**config.mk**
```make
export PLATFORM = sky130hd
export DESIGN_NAME = cpTop
export DESIGN_NICKNAME = d
export VERILOG_FILES = /design/src/design/cpIsaPkg.sv /design/src/design/cpPipePkg.sv /design/src/design/cpAgu.sv /design/src/design/cpBypass.sv /design/src/design/cpDecode.sv /design/src/design/cpExecute.sv /design/src/design/cpFetch.sv /design/src/design/cpRegFile.sv /design/src/design/cpTop.sv
export SDC_FILE = /design/constraint.sdc
export NUM_CORES = 1
export LEC_CHECK = 0
export BUFFER_PORTS_ARGS = -buffer_cell sky130_fd_sc_hd__clkbuf_2
export CAP_MARGIN = 10
export CORE_ASPECT_RATIO = 1.2
export CORE_MARGIN = 2
export CORE_UTILIZATION = 59
export CTS_BUF_LIST = sky130_fd_sc_hd__clkbuf_8
export DETAILED_ROUTE_END_ITERATION = 16
export PLACE_DENSITY_LB_ADDON = 0.25
export SLEW_MARGIN = 0
export SYNTH_ARGS = -nofsm -noshare
export SYNTH_HDL_FRONTEND = slang
export SYNTH_SLANG_ARGS = --single-unit
```
**constraint.sdc**
```tcl
create_clock -name iClk -period 6.7 [get_ports iClk]
set_input_delay 1.005 -clock iClk [delete_from_list [all_inputs] [get_ports iClk]]
set_output_delay 1.005 -clock iClk [all_outputs]
set_load 0.01 [all_outputs]
```
**src/design/cpIsaPkg.sv**
```systemverilog
package cpIsaPkg;

  // **************************************************
  // Widths
  // **************************************************
  localparam int dataWidth    = 32;                   // Datapath
  localparam int insWidth     = 24;                   // One instruction word
  localparam int pcWidth      = 10;                   // IMEM word address
  localparam int rfIndexWidth = 4;                    // 16 registers
  localparam int rfDepth      = 1 << rfIndexWidth;
  localparam int immWidth     = 11;                   // Short immediate, overlays rb
  localparam int byteSelWidth = dataWidth / 8;        // One bit per byte lane

  // **************************************************
  // Opcodes and sub-codes
  // **************************************************
  typedef enum logic [4:0] {
    opNop   = 5'd0,
    opAdd, opSub, opAnd, opOr, opXor,                 // Register-register ALU
    opAddi,                                           // rd = ra + sext(imm)
    opSfeq, opSfltu,                                  // Compares, set flag only
    opLw, opLhu, opLbu,                               // Loads, sub-word zero-extended
    opSw, opSh, opSb,                                 // Stores, data reg in rd field
    opBf, opBnf, opJ,                                 // Absolute targets
    opHalt
  } cpOpcodeE;

  typedef enum logic [2:0] {
    aluAdd, aluSub, aluAnd, aluOr, aluXor, aluPass
  } aluOpE;

  typedef enum logic [1:0] {
    sizeWord, sizeHalf, sizeByte
  } memSizeE;

  // Instruction layout, rb is imm[10:7]
  typedef struct packed {
    cpOpcodeE              opcode;                    // 23:19
    logic [rfIndexWidth-1:0] rd;                      // 18:15, store data reg too
    logic [rfIndexWidth-1:0] ra;                      // 14:11
    logic [immWidth-1:0]     imm;                     // 10:0
  } insFieldsT;

  localparam insFieldsT nopIns = '{opcode: opNop, rd: '0, ra: '0, imm: '0};

endpackage

```
**src/design/cpPipePkg.sv**
```systemverilog
package cpPipePkg;

  typedef enum logic [1:0] {
    cmpNone, cmpEq, cmpLtu
  } cmpKindE;

  // Register file write port, also the forwarding source
  typedef struct packed {
    logic                                we;
    logic [cpIsaPkg::rfIndexWidth-1:0]   addr;
    logic [cpIsaPkg::dataWidth-1:0]      data;
  } rfWriteT;

  // ID/EX stage register
  typedef struct packed {
    cpIsaPkg::aluOpE                     aluOp;
    logic [cpIsaPkg::dataWidth-1:0]      opA;
    logic [cpIsaPkg::dataWidth-1:0]      opB;
    logic [cpIsaPkg::rfIndexWidth-1:0]   rd;
    logic                                we;      // RF write, never for r0
    cmpKindE                             cmpKind;
    logic                                isLoad;  // Result comes from DMEM
    cpIsaPkg::memSizeE                   loadSize;
  } idExT;

  // Load/store request out of decode, before address generation
  typedef struct packed {
    logic                                we;
    logic                                re;
    cpIsaPkg::memSizeE                   size;
    logic [cpIsaPkg::dataWidth-1:0]      base;
    logic [cpIsaPkg::dataWidth-1:0]      offset;
    logic [cpIsaPkg::dataWidth-1:0]      storeData;
  } memOpT;

  // Registered DMEM request, valid in EX
  typedef struct packed {
    logic                                we;
    logic                                re;
    logic [cpIsaPkg::dataWidth-1:0]      addr;    // Byte address
    logic [cpIsaPkg::byteSelWidth-1:0]   byteSel;
    logic [cpIsaPkg::dataWidth-1:0]      wdata;   // Already in its lane
  } dmemReqT;

endpackage

```
**src/design/cpAgu.sv**
```systemverilog
`timescale 1ns/1ps

module cpAgu (
  input  logic               iClk,
  input  logic               rstN,
  input  cpPipePkg::memOpT   memOp,
  output cpPipePkg::dmemReqT dmemReq
);

  import cpIsaPkg::*;
  import cpPipePkg::*;

  logic [dataWidth-1:0]    addr;
  logic [byteSelWidth-1:0] byteSel;
  logic [dataWidth-1:0]    laneData;

  assign addr = memOp.base + memOp.offset;

  // Lane select and store data alignment
  always_comb begin
    case (memOp.size)
      sizeHalf: begin
        byteSel  = addr[1] ? 4'b1100 : 4'b0011;
        laneData = {16'b0, memOp.storeData[15:0]} << {addr[1], 4'b0};
      end
      sizeByte: begin
        byteSel  = 4'b0001 << addr[1:0];
        laneData = {24'b0, memOp.storeData[7:0]} << {addr[1:0], 3'b0};
      end
      default: begin
        byteSel  = '1;                              // Full word
        laneData = memOp.storeData;
      end
    endcase
  end

  always_ff @(posedge iClk or negedge rstN) begin
    if (!rstN)
      dmemReq <= '0;                                // No strobe out of reset
    else
      dmemReq <= '{we: memOp.we, re: memOp.re, addr: addr,
                   byteSel: byteSel, wdata: laneData};
  end

  // A single access per cycle
  assert property (@(posedge iClk) disable iff (!rstN)
    !(dmemReq.we && dmemReq.re));

endmodule

```
**src/design/cpBypass.sv**
```systemverilog
`timescale 1ns/1ps

module cpBypass (
  input  logic [cpIsaPkg::rfIndexWidth-1:0] readAddrA,
  input  logic [cpIsaPkg::rfIndexWidth-1:0] readAddrB,
  input  logic                              selectImm,
  input  logic [cpIsaPkg::dataWidth-1:0]    immediate,
  input  logic [cpIsaPkg::dataWidth-1:0]    readDataA,
  input  logic [cpIsaPkg::dataWidth-1:0]    readDataB,
  input  cpPipePkg::rfWriteT                exResult,   // Youngest, wins
  input  cpPipePkg::rfWriteT                wbWrite,
  output logic [cpIsaPkg::dataWidth-1:0]    operandA,
  output logic [cpIsaPkg::dataWidth-1:0]    operandB,
  output logic [cpIsaPkg::dataWidth-1:0]    storeData
);

  import cpIsaPkg::*;
  import cpPipePkg::*;

  logic [dataWidth-1:0] fwdA;
  logic [dataWidth-1:0] fwdB;

  // Same priority mux for both read ports
  function automatic logic [dataWidth-1:0] forward(
    input logic [rfIndexWidth-1:0] addr,
    input logic [dataWidth-1:0]    raw,
    input rfWriteT                 ex,
    input rfWriteT                 wb
  );
    if (addr == '0)
      return '0;                                   // r0 never forwarded
    if (ex.we && (ex.addr == addr))
      return ex.data;
    if (wb.we && (wb.addr == addr))
      return wb.data;
    return raw;
  endfunction

  always_comb begin
    fwdA = forward(readAddrA, readDataA, exResult, wbWrite);
    fwdB = forward(readAddrB, readDataB, exResult, wbWrite);
  end

  assign operandA  = fwdA;
  assign operandB  = selectImm ? immediate : fwdB;
  assign storeData = fwdB;                          // Store reg sits on port B

endmodule

```
**src/design/cpDecode.sv**
```systemverilog
`timescale 1ns/1ps

module cpDecode (
  input  logic                              iClk,
  input  logic                              rstN,
  input  logic [cpIsaPkg::pcWidth-1:0]      pc,
  input  cpIsaPkg::insFieldsT               instruction,
  input  logic [cpIsaPkg::dataWidth-1:0]    operandA,     // Forwarded
  input  logic [cpIsaPkg::dataWidth-1:0]    operandB,     // Forwarded or immediate
  input  logic [cpIsaPkg::dataWidth-1:0]    storeData,
  input  logic                              flagNext,     // Includes compare in EX
  output logic [cpIsaPkg::rfIndexWidth-1:0] readAddrA,
  output logic [cpIsaPkg::rfIndexWidth-1:0] readAddrB,
  output logic                              selectImm,
  output logic [cpIsaPkg::dataWidth-1:0]    immediate,
  output logic                              branchTaken,
  output logic [cpIsaPkg::pcWidth-1:0]      branchTarget,
  output cpPipePkg::memOpT                  memOp,
  output cpPipePkg::idExT                   idEx,
  output logic                              taskFinished
);

  import cpIsaPkg::*;
  import cpPipePkg::*;

  logic    live;                                 // Low once HALT has retired
  logic    isAluOp;
  logic    isLoadOp;
  logic    isStoreOp;
  logic    rfWe;
  logic    takeBranch;
  aluOpE   aluCode;
  cmpKindE cmpCode;
  memSizeE memSize;

  assign live      = !taskFinished;
  assign isAluOp   = instruction.opcode inside {opAdd, opSub, opAnd, opOr, opXor, opAddi};
  assign isLoadOp  = instruction.opcode inside {opLw, opLhu, opLbu};
  assign isStoreOp = instruction.opcode inside {opSw, opSh, opSb};
  assign rfWe      = (isAluOp || isLoadOp) && (instruction.rd != '0) && live;

  // **************************************************
  // Opcode decode
  // **************************************************
  always_comb begin
    case (instruction.opcode)
      opAdd, opAddi: aluCode = aluAdd;
      opSub:         aluCode = aluSub;
      opAnd:         aluCode = aluAnd;
      opOr:          aluCode = aluOr;
      opXor:         aluCode = aluXor;
      default:       aluCode = aluPass;
    endcase
    case (instruction.opcode)
      opSfeq:  cmpCode = cmpEq;
      opSfltu: cmpCode = cmpLtu;
      default: cmpCode = cmpNone;
    endcase
    case (instruction.opcode)
      opLhu, opSh: memSize = sizeHalf;
      opLbu, opSb: memSize = sizeByte;
      default:     memSize = sizeWord;
    endcase
    case (instruction.opcode)
      opBf:    takeBranch = flagNext;            // Flag may come from EX this cycle
      opBnf:   takeBranch = !flagNext;
      opJ:     takeBranch = 1'b1;
      default: takeBranch = 1'b0;
    endcase
  end

  // Register read and immediate
  assign readAddrA = instruction.ra;
  assign readAddrB = isStoreOp ? instruction.rd : instruction.imm[immWidth-1 -: rfIndexWidth];
  assign selectImm = isLoadOp || isStoreOp || (instruction.opcode == opAddi);
  assign immediate = {{(dataWidth-immWidth){instruction.imm[immWidth-1]}}, instruction.imm};

  // Branch redirect to IF
  assign branchTaken  = takeBranch && live;
  assign branchTarget = instruction.imm[pcWidth-1:0];

  // AGU registers this on the same edge as idEx
  assign memOp = '{we: isStoreOp && live, re: isLoadOp && live, size: memSize,
                   base: operandA, offset: immediate, storeData: storeData};

  // **************************************************
  // ID/EX register and task end
  // **************************************************
  always_ff @(posedge iClk or negedge rstN) begin
    if (!rstN) begin
      idEx         <= '0;
      taskFinished <= 1'b0;
    end else begin
      idEx <= '{aluOp: aluCode, opA: operandA, opB: operandB, rd: instruction.rd,
                we: rfWe, cmpKind: live ? cmpCode : cmpNone,
                isLoad: isLoadOp && live, loadSize: memSize};
      taskFinished <= taskFinished || (instruction.opcode == opHalt);  // Sticky
    end
  end

  // Fetch hands over only defined opcodes
  assert property (@(posedge iClk) disable iff (!rstN)
    instruction.opcode inside {[opNop:opHalt]});

  // One squashed slot, then the target reaches ID
  assert property (@(posedge iClk) disable iff (!rstN)
    branchTaken |=> ##1 (pc == $past(branchTarget, 2)));

endmodule

```
**src/design/cpExecute.sv**
```systemverilog
`timescale 1ns/1ps

module cpExecute (
  input  logic                           iClk,
  input  logic                           rstN,
  input  cpPipePkg::idExT                idEx,
  input  logic [1:0]                     dmemAddrLow,   // Low byte address of the load
  input  logic [cpIsaPkg::dataWidth-1:0] dmemReadData,  // Async DMEM read data
  output cpPipePkg::rfWriteT             exResult,      // Forwarded from EX
  output logic                           flagNext,
  output cpPipePkg::rfWriteT             wbWrite
);

  import cpIsaPkg::*;
  import cpPipePkg::*;

  logic                 flag;
  logic [dataWidth-1:0] aluResult;
  logic [dataWidth-1:0] loadData;
  logic [dataWidth-1:0] shiftedLoad;

  // **************************************************
  // ALU
  // **************************************************
  always_comb begin
    case (idEx.aluOp)
      aluAdd:  aluResult = idEx.opA + idEx.opB;
      aluSub:  aluResult = idEx.opA - idEx.opB;
      aluAnd:  aluResult = idEx.opA & idEx.opB;
      aluOr:   aluResult = idEx.opA | idEx.opB;
      aluXor:  aluResult = idEx.opA ^ idEx.opB;
      default: aluResult = idEx.opB;
    endcase
  end

  // Compare result is visible to a branch in ID right away
  always_comb begin
    case (idEx.cmpKind)
      cmpEq:   flagNext = (idEx.opA == idEx.opB);
      cmpLtu:  flagNext = (idEx.opA < idEx.opB);  // Unsigned
      default: flagNext = flag;
    endcase
  end

  always_ff @(posedge iClk or negedge rstN) begin
    if (!rstN)
      flag <= 1'b0;
    else
      flag <= flagNext;
  end

  // **************************************************
  // Load merge and EX/WB
  // **************************************************
  assign shiftedLoad = dmemReadData >> {dmemAddrLow, 3'b0};

  always_comb begin
    case (idEx.loadSize)
      sizeHalf: loadData = {16'b0, shiftedLoad[15:0]};
      sizeByte: loadData = {24'b0, shiftedLoad[7:0]};
      default:  loadData = dmemReadData;
    endcase
  end

  assign exResult = '{we: idEx.we, addr: idEx.rd,
                      data: idEx.isLoad ? loadData : aluResult};

  always_ff @(posedge iClk or negedge rstN) begin
    if (!rstN)
      wbWrite <= '0;
    else
      wbWrite <= exResult;
  end

endmodule

```
**src/design/cpFetch.sv**
```systemverilog
`timescale 1ns/1ps

module cpFetch (
  input  logic                         iClk,
  input  logic                         rstN,
  input  logic [cpIsaPkg::insWidth-1:0] imemData,     // Async IMEM read data
  input  logic                         branchTaken,
  input  logic [cpIsaPkg::pcWidth-1:0] branchTarget,
  input  logic                         taskFinished,  // Freezes the front end
  output logic [cpIsaPkg::pcWidth-1:0] imemAddr,
  output logic [cpIsaPkg::pcWidth-1:0] pc,            // PC of the instruction in ID
  output cpIsaPkg::insFieldsT          instruction
);

  import cpIsaPkg::*;

  logic [pcWidth-1:0] fetchPc;                        // PC in IF

  assign imemAddr = fetchPc;

  always_ff @(posedge iClk or negedge rstN) begin
    if (!rstN) begin
      fetchPc     <= '0;
      pc          <= '0;
      instruction <= nopIns;                          // ID starts empty
    end else if (!taskFinished) begin
      fetchPc <= branchTaken ? branchTarget : fetchPc + 1'b1;
      pc      <= fetchPc;
      if (branchTaken)
        instruction <= nopIns;                        // Squash the fall-through slot
      else
        instruction <= insFieldsT'(imemData);
    end
  end

  // Front end holds still once the program has ended
  assert property (@(posedge iClk) disable iff (!rstN)
    taskFinished |=> $stable(imemAddr) && $stable(pc));

endmodule

```
**src/design/cpRegFile.sv**
```systemverilog
`timescale 1ns/1ps

module cpRegFile (
  input  logic                              iClk,
  input  logic                              rstN,
  input  logic [cpIsaPkg::rfIndexWidth-1:0] readAddrA,
  input  logic [cpIsaPkg::rfIndexWidth-1:0] readAddrB,
  input  cpPipePkg::rfWriteT                wbWrite,
  output logic [cpIsaPkg::dataWidth-1:0]    readDataA,
  output logic [cpIsaPkg::dataWidth-1:0]    readDataB
);

  import cpIsaPkg::*;

  logic [dataWidth-1:0] regs [rfDepth];

  always_ff @(posedge iClk) begin
    if (wbWrite.we)
      regs[wbWrite.addr] <= wbWrite.data;
  end

  // Async read, r0 hardwired
  assign readDataA = (readAddrA == '0) ? '0 : regs[readAddrA];
  assign readDataB = (readAddrB == '0) ? '0 : regs[readAddrB];

  // Decode never schedules a write to r0
  assert property (@(posedge iClk) disable iff (!rstN)
    !(wbWrite.we && (wbWrite.addr == '0)));

endmodule

```
**src/design/cpTop.sv**
```systemverilog
`timescale 1ns/1ps

module cpTop (
  input  logic                           iClk,
  input  logic                           rstN,
  output logic [cpIsaPkg::pcWidth-1:0]   imemAddr,
  input  logic [cpIsaPkg::insWidth-1:0]  imemData,
  output logic [cpIsaPkg::pcWidth-1:0]   pc,            // ID stage PC, for debug
  output logic                           taskFinished,
  output cpPipePkg::dmemReqT             dmemReq,
  input  logic [cpIsaPkg::dataWidth-1:0] dmemReadData
);

  import cpIsaPkg::*;
  import cpPipePkg::*;

  insFieldsT               instruction;
  logic                    branchTaken;
  logic [pcWidth-1:0]      branchTarget;
  logic [rfIndexWidth-1:0] readAddrA;
  logic [rfIndexWidth-1:0] readAddrB;
  logic [dataWidth-1:0]    readDataA;
  logic [dataWidth-1:0]    readDataB;
  logic [dataWidth-1:0]    operandA;
  logic [dataWidth-1:0]    operandB;
  logic [dataWidth-1:0]    storeData;
  logic [dataWidth-1:0]    immediate;
  logic                    selectImm;
  logic                    flagNext;
  memOpT                   memOp;
  idExT                    idEx;
  rfWriteT                 exResult;
  rfWriteT                 wbWrite;

  // **************************************************
  // IF and ID
  // **************************************************
  cpFetch instFetch (
    .iClk, .rstN, .imemData, .branchTaken, .branchTarget, .taskFinished,
    .imemAddr, .pc, .instruction
  );

  cpDecode instDecode (
    .iClk, .rstN, .pc, .instruction, .operandA, .operandB, .storeData, .flagNext,
    .readAddrA, .readAddrB, .selectImm, .immediate, .branchTaken, .branchTarget,
    .memOp, .idEx, .taskFinished
  );

  cpRegFile instRegFile (
    .iClk, .rstN, .readAddrA, .readAddrB, .wbWrite, .readDataA, .readDataB
  );

  cpBypass instBypass (
    .readAddrA, .readAddrB, .selectImm, .immediate, .readDataA, .readDataB,
    .exResult, .wbWrite, .operandA, .operandB, .storeData
  );

  // **************************************************
  // Memory access and EX
  // **************************************************
  cpAgu instAgu (
    .iClk, .rstN, .memOp, .dmemReq
  );

  cpExecute instExecute (
    .iClk,
    .rstN,
    .idEx,
    .dmemAddrLow  (dmemReq.addr[1:0]),            // Same cycle as the load in EX
    .dmemReadData,
    .exResult,
    .flagNext,
    .wbWrite
  );

endmodule

```
==> flow_results.xml <==
<?xml version="1.0" encoding="UTF-8"?>
<metrics>
  <group name="status">
    <metric name="run_status" unit="">complete, no violations</metric>
  </group>
  <group name="die">
    <metric name="fp.dieW" unit="µm">246.4</metric>
    <metric name="initial_core_util" unit="%">59.64</metric>
    <metric name="pin_count" unit="">149</metric>
    <metric name="die_area" unit="µm²">72670</metric>
    <metric name="fp.coreArea" unit="µm²">69760</metric>
    <metric name="fp-row-count" unit="">106</metric>
    <metric name="floorplan.die.height" unit="µm">294.9</metric>
  </group>
  <group name="worst_setup_path">
    <metric name="critical_path_required" unit="ns">7.32</metric>
    <metric name="crit_fanout" unit="">11</metric>
    <metric name="rr_endpoint" unit="">instAgu.dmemReq[67]</metric>
    <metric name="worst-r2r-setup-slack" unit="ns">0.36</metric>
    <metric name="timing_worst_setup_path_type" unit="">reg -&gt; reg</metric>
    <metric name="cp_data_arrival_time" unit="ns">6.96</metric>
    <metric name="setup.worst_path.start_class" unit="">flop</metric>
    <metric name="crit-reg2reg-launch" unit="">instDecode.idEx[14]</metric>
    <metric name="endpoint_kind" unit="">flop</metric>
    <metric name="worst_r2r_path_depth" unit="">23</metric>
  </group>
  <group name="timing">
    <metric name="final.min_clock_period" unit="ns">6.342</metric>
    <metric name="fin_worst_skew" unit="ns">0.03864</metric>
    <metric name="fmaxAchievable" unit="MHz">157.7</metric>
    <metric name="finalSetupTns" unit="ns">0</metric>
    <metric name="worstMarginPinSlew" unit="ns">1.180</metric>
    <metric name="period_share" unit="%">94.65</metric>
    <metric name="final.hold.worst_slack" unit="ns">0.2418</metric>
    <metric name="maxSlewHeadroom" unit="%">20.70</metric>
    <metric name="timing.final.max_slew_violations" unit="">0</metric>
    <metric name="hold_violations" unit="">0</metric>
    <metric name="setup_viol" unit="">0</metric>
    <metric name="setup_repair_after_global_routing_missed_its_margin" unit="">false</metric>
  </group>
  <group name="global_route">
    <metric name="grt_util_met3" unit="%">7.467</metric>
    <metric name="overflow" unit="">0</metric>
    <metric name="antenna_violations_before_repair" unit="">4</metric>
    <metric name="grt_pass1_wl" unit="mm">204.0</metric>
    <metric name="grt_most_used_layer" unit="">met2</metric>
    <metric name="vias_in_the_first_global_route" unit="">31920</metric>
    <metric name="grt.total_usage" unit="%">38.28</metric>
    <metric name="use_met1" unit="%">48.87</metric>
    <metric name="grt_util_met2" unit="%">59.69</metric>
    <metric name="grt_max_degree" unit="">147</metric>
  </group>
  <group name="place">
    <metric name="detailedPlacementHpwl" unit="mm">94.09</metric>
    <metric name="io_buffer_count" unit="">148</metric>
    <metric name="placer_congestion_estimate" unit="">1.086</metric>
    <metric name="dp_cells" unit="">4650</metric>
  </group>
  <group name="clock_tree">
    <metric name="worst_setup_hold_path_clk_slew" unit="ns">0.07</metric>
    <metric name="clock_tree_from_tritoncts" unit="">built</metric>
    <metric name="cts_root_buf" unit="">clkbuf_8</metric>
    <metric name="clock_sink_count" unit="">741</metric>
    <metric name="ctsHoldBuffers" unit="">0</metric>
    <metric name="number_of_setup_buffers_added_after_cts" unit="">0</metric>
    <metric name="worstSkewPairLatency" unit="ns">0.76</metric>
    <metric name="cts_inserted_buffers" unit="">114</metric>
    <metric name="cts_resized" unit="">0</metric>
    <metric name="ctsHtreeMaxLevel" unit="">3</metric>
    <metric name="cts.path.max_buffers" unit="">3</metric>
  </group>
  <group name="finish">
    <metric name="layout_commonest_cell" unit="">nand2_1</metric>
    <metric name="final_layout_size_suffix_gt1_share" unit="%">16.78</metric>
    <metric name="layout.cells.most_common_list" unit="">nand2_1 (614), edfxtp_1 (512), dfrtp_1 (221)</metric>
    <metric name="post-route-util" unit="%">65.26</metric>
    <metric name="finalNetCount" unit="">4049</metric>
    <metric name="area_growth_syn_to_layout" unit="%">9.425</metric>
    <metric name="stdcell_count" unit="">4865</metric>
  </group>
  <group name="logic_synthesis">
    <metric name="synth_top_flop_cell" unit="">edfxtp_1</metric>
    <metric name="synth_fp_nets" unit="">3949</metric>
    <metric name="netlist-cell-type-count" unit="">107</metric>
    <metric name="synthesis.instances" unit="">3748</metric>
    <metric name="ys.warnings.count" unit="">0</metric>
    <metric name="syn-cell-area" unit="µm²">41610</metric>
    <metric name="synth_seq_cells" unit="">741</metric>
    <metric name="synth-async-reset-ratio" unit="%">30.90</metric>
    <metric name="yosysSeqAreaShare" unit="%">50.73</metric>
    <metric name="synth-edff-count" unit="">512</metric>
    <metric name="syn_area_per_cell" unit="µm²">11.10</metric>
  </group>
  <group name="min_path">
    <metric name="min-delay-path-class" unit="">in -&gt; async</metric>
  </group>
  <group name="route">
    <metric name="routedWlPerCell" unit="µm">28.69</metric>
    <metric name="drt-vias-per-instance" unit="">6.877</metric>
    <metric name="drt-initial-drc-count" unit="">4472</metric>
    <metric name="drcViolationCount" unit="">0</metric>
    <metric name="drt-total-wl" unit="mm">139.6</metric>
    <metric name="drt.antenna.violating_nets" unit="">0</metric>
    <metric name="dr.pass1.iters" unit="">7</metric>
    <metric name="vias" unit="">33460</metric>
  </group>
  <group name="run">
    <metric name="max-cap-violations" unit="">0</metric>
  </group>
</metrics>
[layout make-up]
type | instances | area [µm²]
sequential | 741 | 21120
clock buffer | 127 | 1748
timing repair buffer | 236 | 1499
antenna | 3 | 7.507
clock inverter | 85 | 531.8
multi-input combinational | 2612 | 18940
tap | 918 | 1149
inverter | 143 | 536.8
fill | 5412 | 24230
[cells by family after synthesis]
group | Yosys count | share of synthesized area (%)
adders and majority gates | 143 | 4.355
muxes | 253 | 11.31
and+or+nand+nor | 1256 | 13.57
DFF | 741 | 50.73
buffers and inverters | 395 | 4.228
AOI/OAI and AO/OA | 894 | 14.38
xor gates and xnor gates | 66 | 1.422
[stage by stage]
stage | worst slack, ns | instance area [µm²]
final | 0.3583 | 45530
after global routing | 0.002248 | 45520
after CTS | 0.5222 | 45520
after detailed placement | 0.5477 | 43240
after global placement | 0.6053 | 43240
after floorplan | 1.544 | 41610
[cell usage after synthesis (all sizes together) (17+ instances only)]
library cell	n	area [µm²]
a21o	45	337.8
nor4	30	217.7
o21ai	177	908.4
a22oi	17	142.6
mux2i	64	653.1
nor3	45	225.2
a211oi	87	663.1
o211ai	17	127.6
mux4	171	3851
o21a	17	127.6
edfxtp	512	15370
a31oi	70	459.2
nor2	227	864.6
dfrtp	229	5731
nand3	150	763.2
a21oi	214	1101
and3	64	405.4
nand2b	22	137.6
clkbuf	117	439.2
o31ai	18	145.1
mux2	18	202.7
ha	140	1752
nor2b	28	175.2
xor2	18	157.7
inv	141	529.3
o22ai	53	331.6
o21bai	23	172.7
buf	135	783.3
nand2	616	2317
xnor2	47	411.6
[flip-flops by register name, indices dropped and copies added, names as in the netlist]
register,cells
instExecute.wbWrite,37
instFetch.pc,10
instDecode.idEx,76
instExecute.flag,1
instRegFile.regs,512
instDecode.taskFinished,1
instFetch.instruction,24
instAgu.dmemReq,70
instFetch.imemAddr,10
[per-layer routing]
metal	part of all wire, %	vias to the layer above	wire length (µm)
met5	0.039	-	55
met2	46	2481	64620
met1	35	16150	48310
met3	11	567	15950
met4	7.6	4	10630
li1	-	14260	-
[worst max-delay path, cell delays in order (launching register included)]
cell      delay (ns)
dfrtp_1         0.36
inv_1           0.07
ha_1            0.50
inv_1           0.12
a21oi_1         0.46
a21oi_1         0.16
o41a_1          0.40
a311o_1         0.35
xnor2_1         0.12
o41ai_1         0.70
nor2_1          0.09
a211oi_1        0.42
ha_1            0.38
a21o_1          0.21
a21o_1          0.20
a31oi_1         0.31
o211ai_1        0.15
o211ai_1        0.24
a21boi_0        0.16
o21a_1          0.23
nor2_1          0.09
o21ai_0         0.09
a21oi_1         0.18
xnor3_1         0.23
[worst max-delay path by stage]
stage	endpoint	start	slack (ns)	depth (start not counted)
after floorplan	instAgu.dmemReq[64]	instFetch.instruction[12]	1.54	20
after global placement	instAgu.dmemReq[64]	dmemReadData[24]	0.61	22
after detailed placement	instAgu.dmemReq[64]	dmemReadData[24]	0.55	22
after CTS	instAgu.dmemReq[67]	instDecode.idEx[46]	0.52	23
after global routing	instAgu.dmemReq[67]	instDecode.idEx[14]	0.002	23
final	instAgu.dmemReq[67]	instDecode.idEx[14]	0.36	23
Power is left out: the tool's default activity adds up to more than one toggle a clock period on the data nets, which glitch-free logic cannot reach.
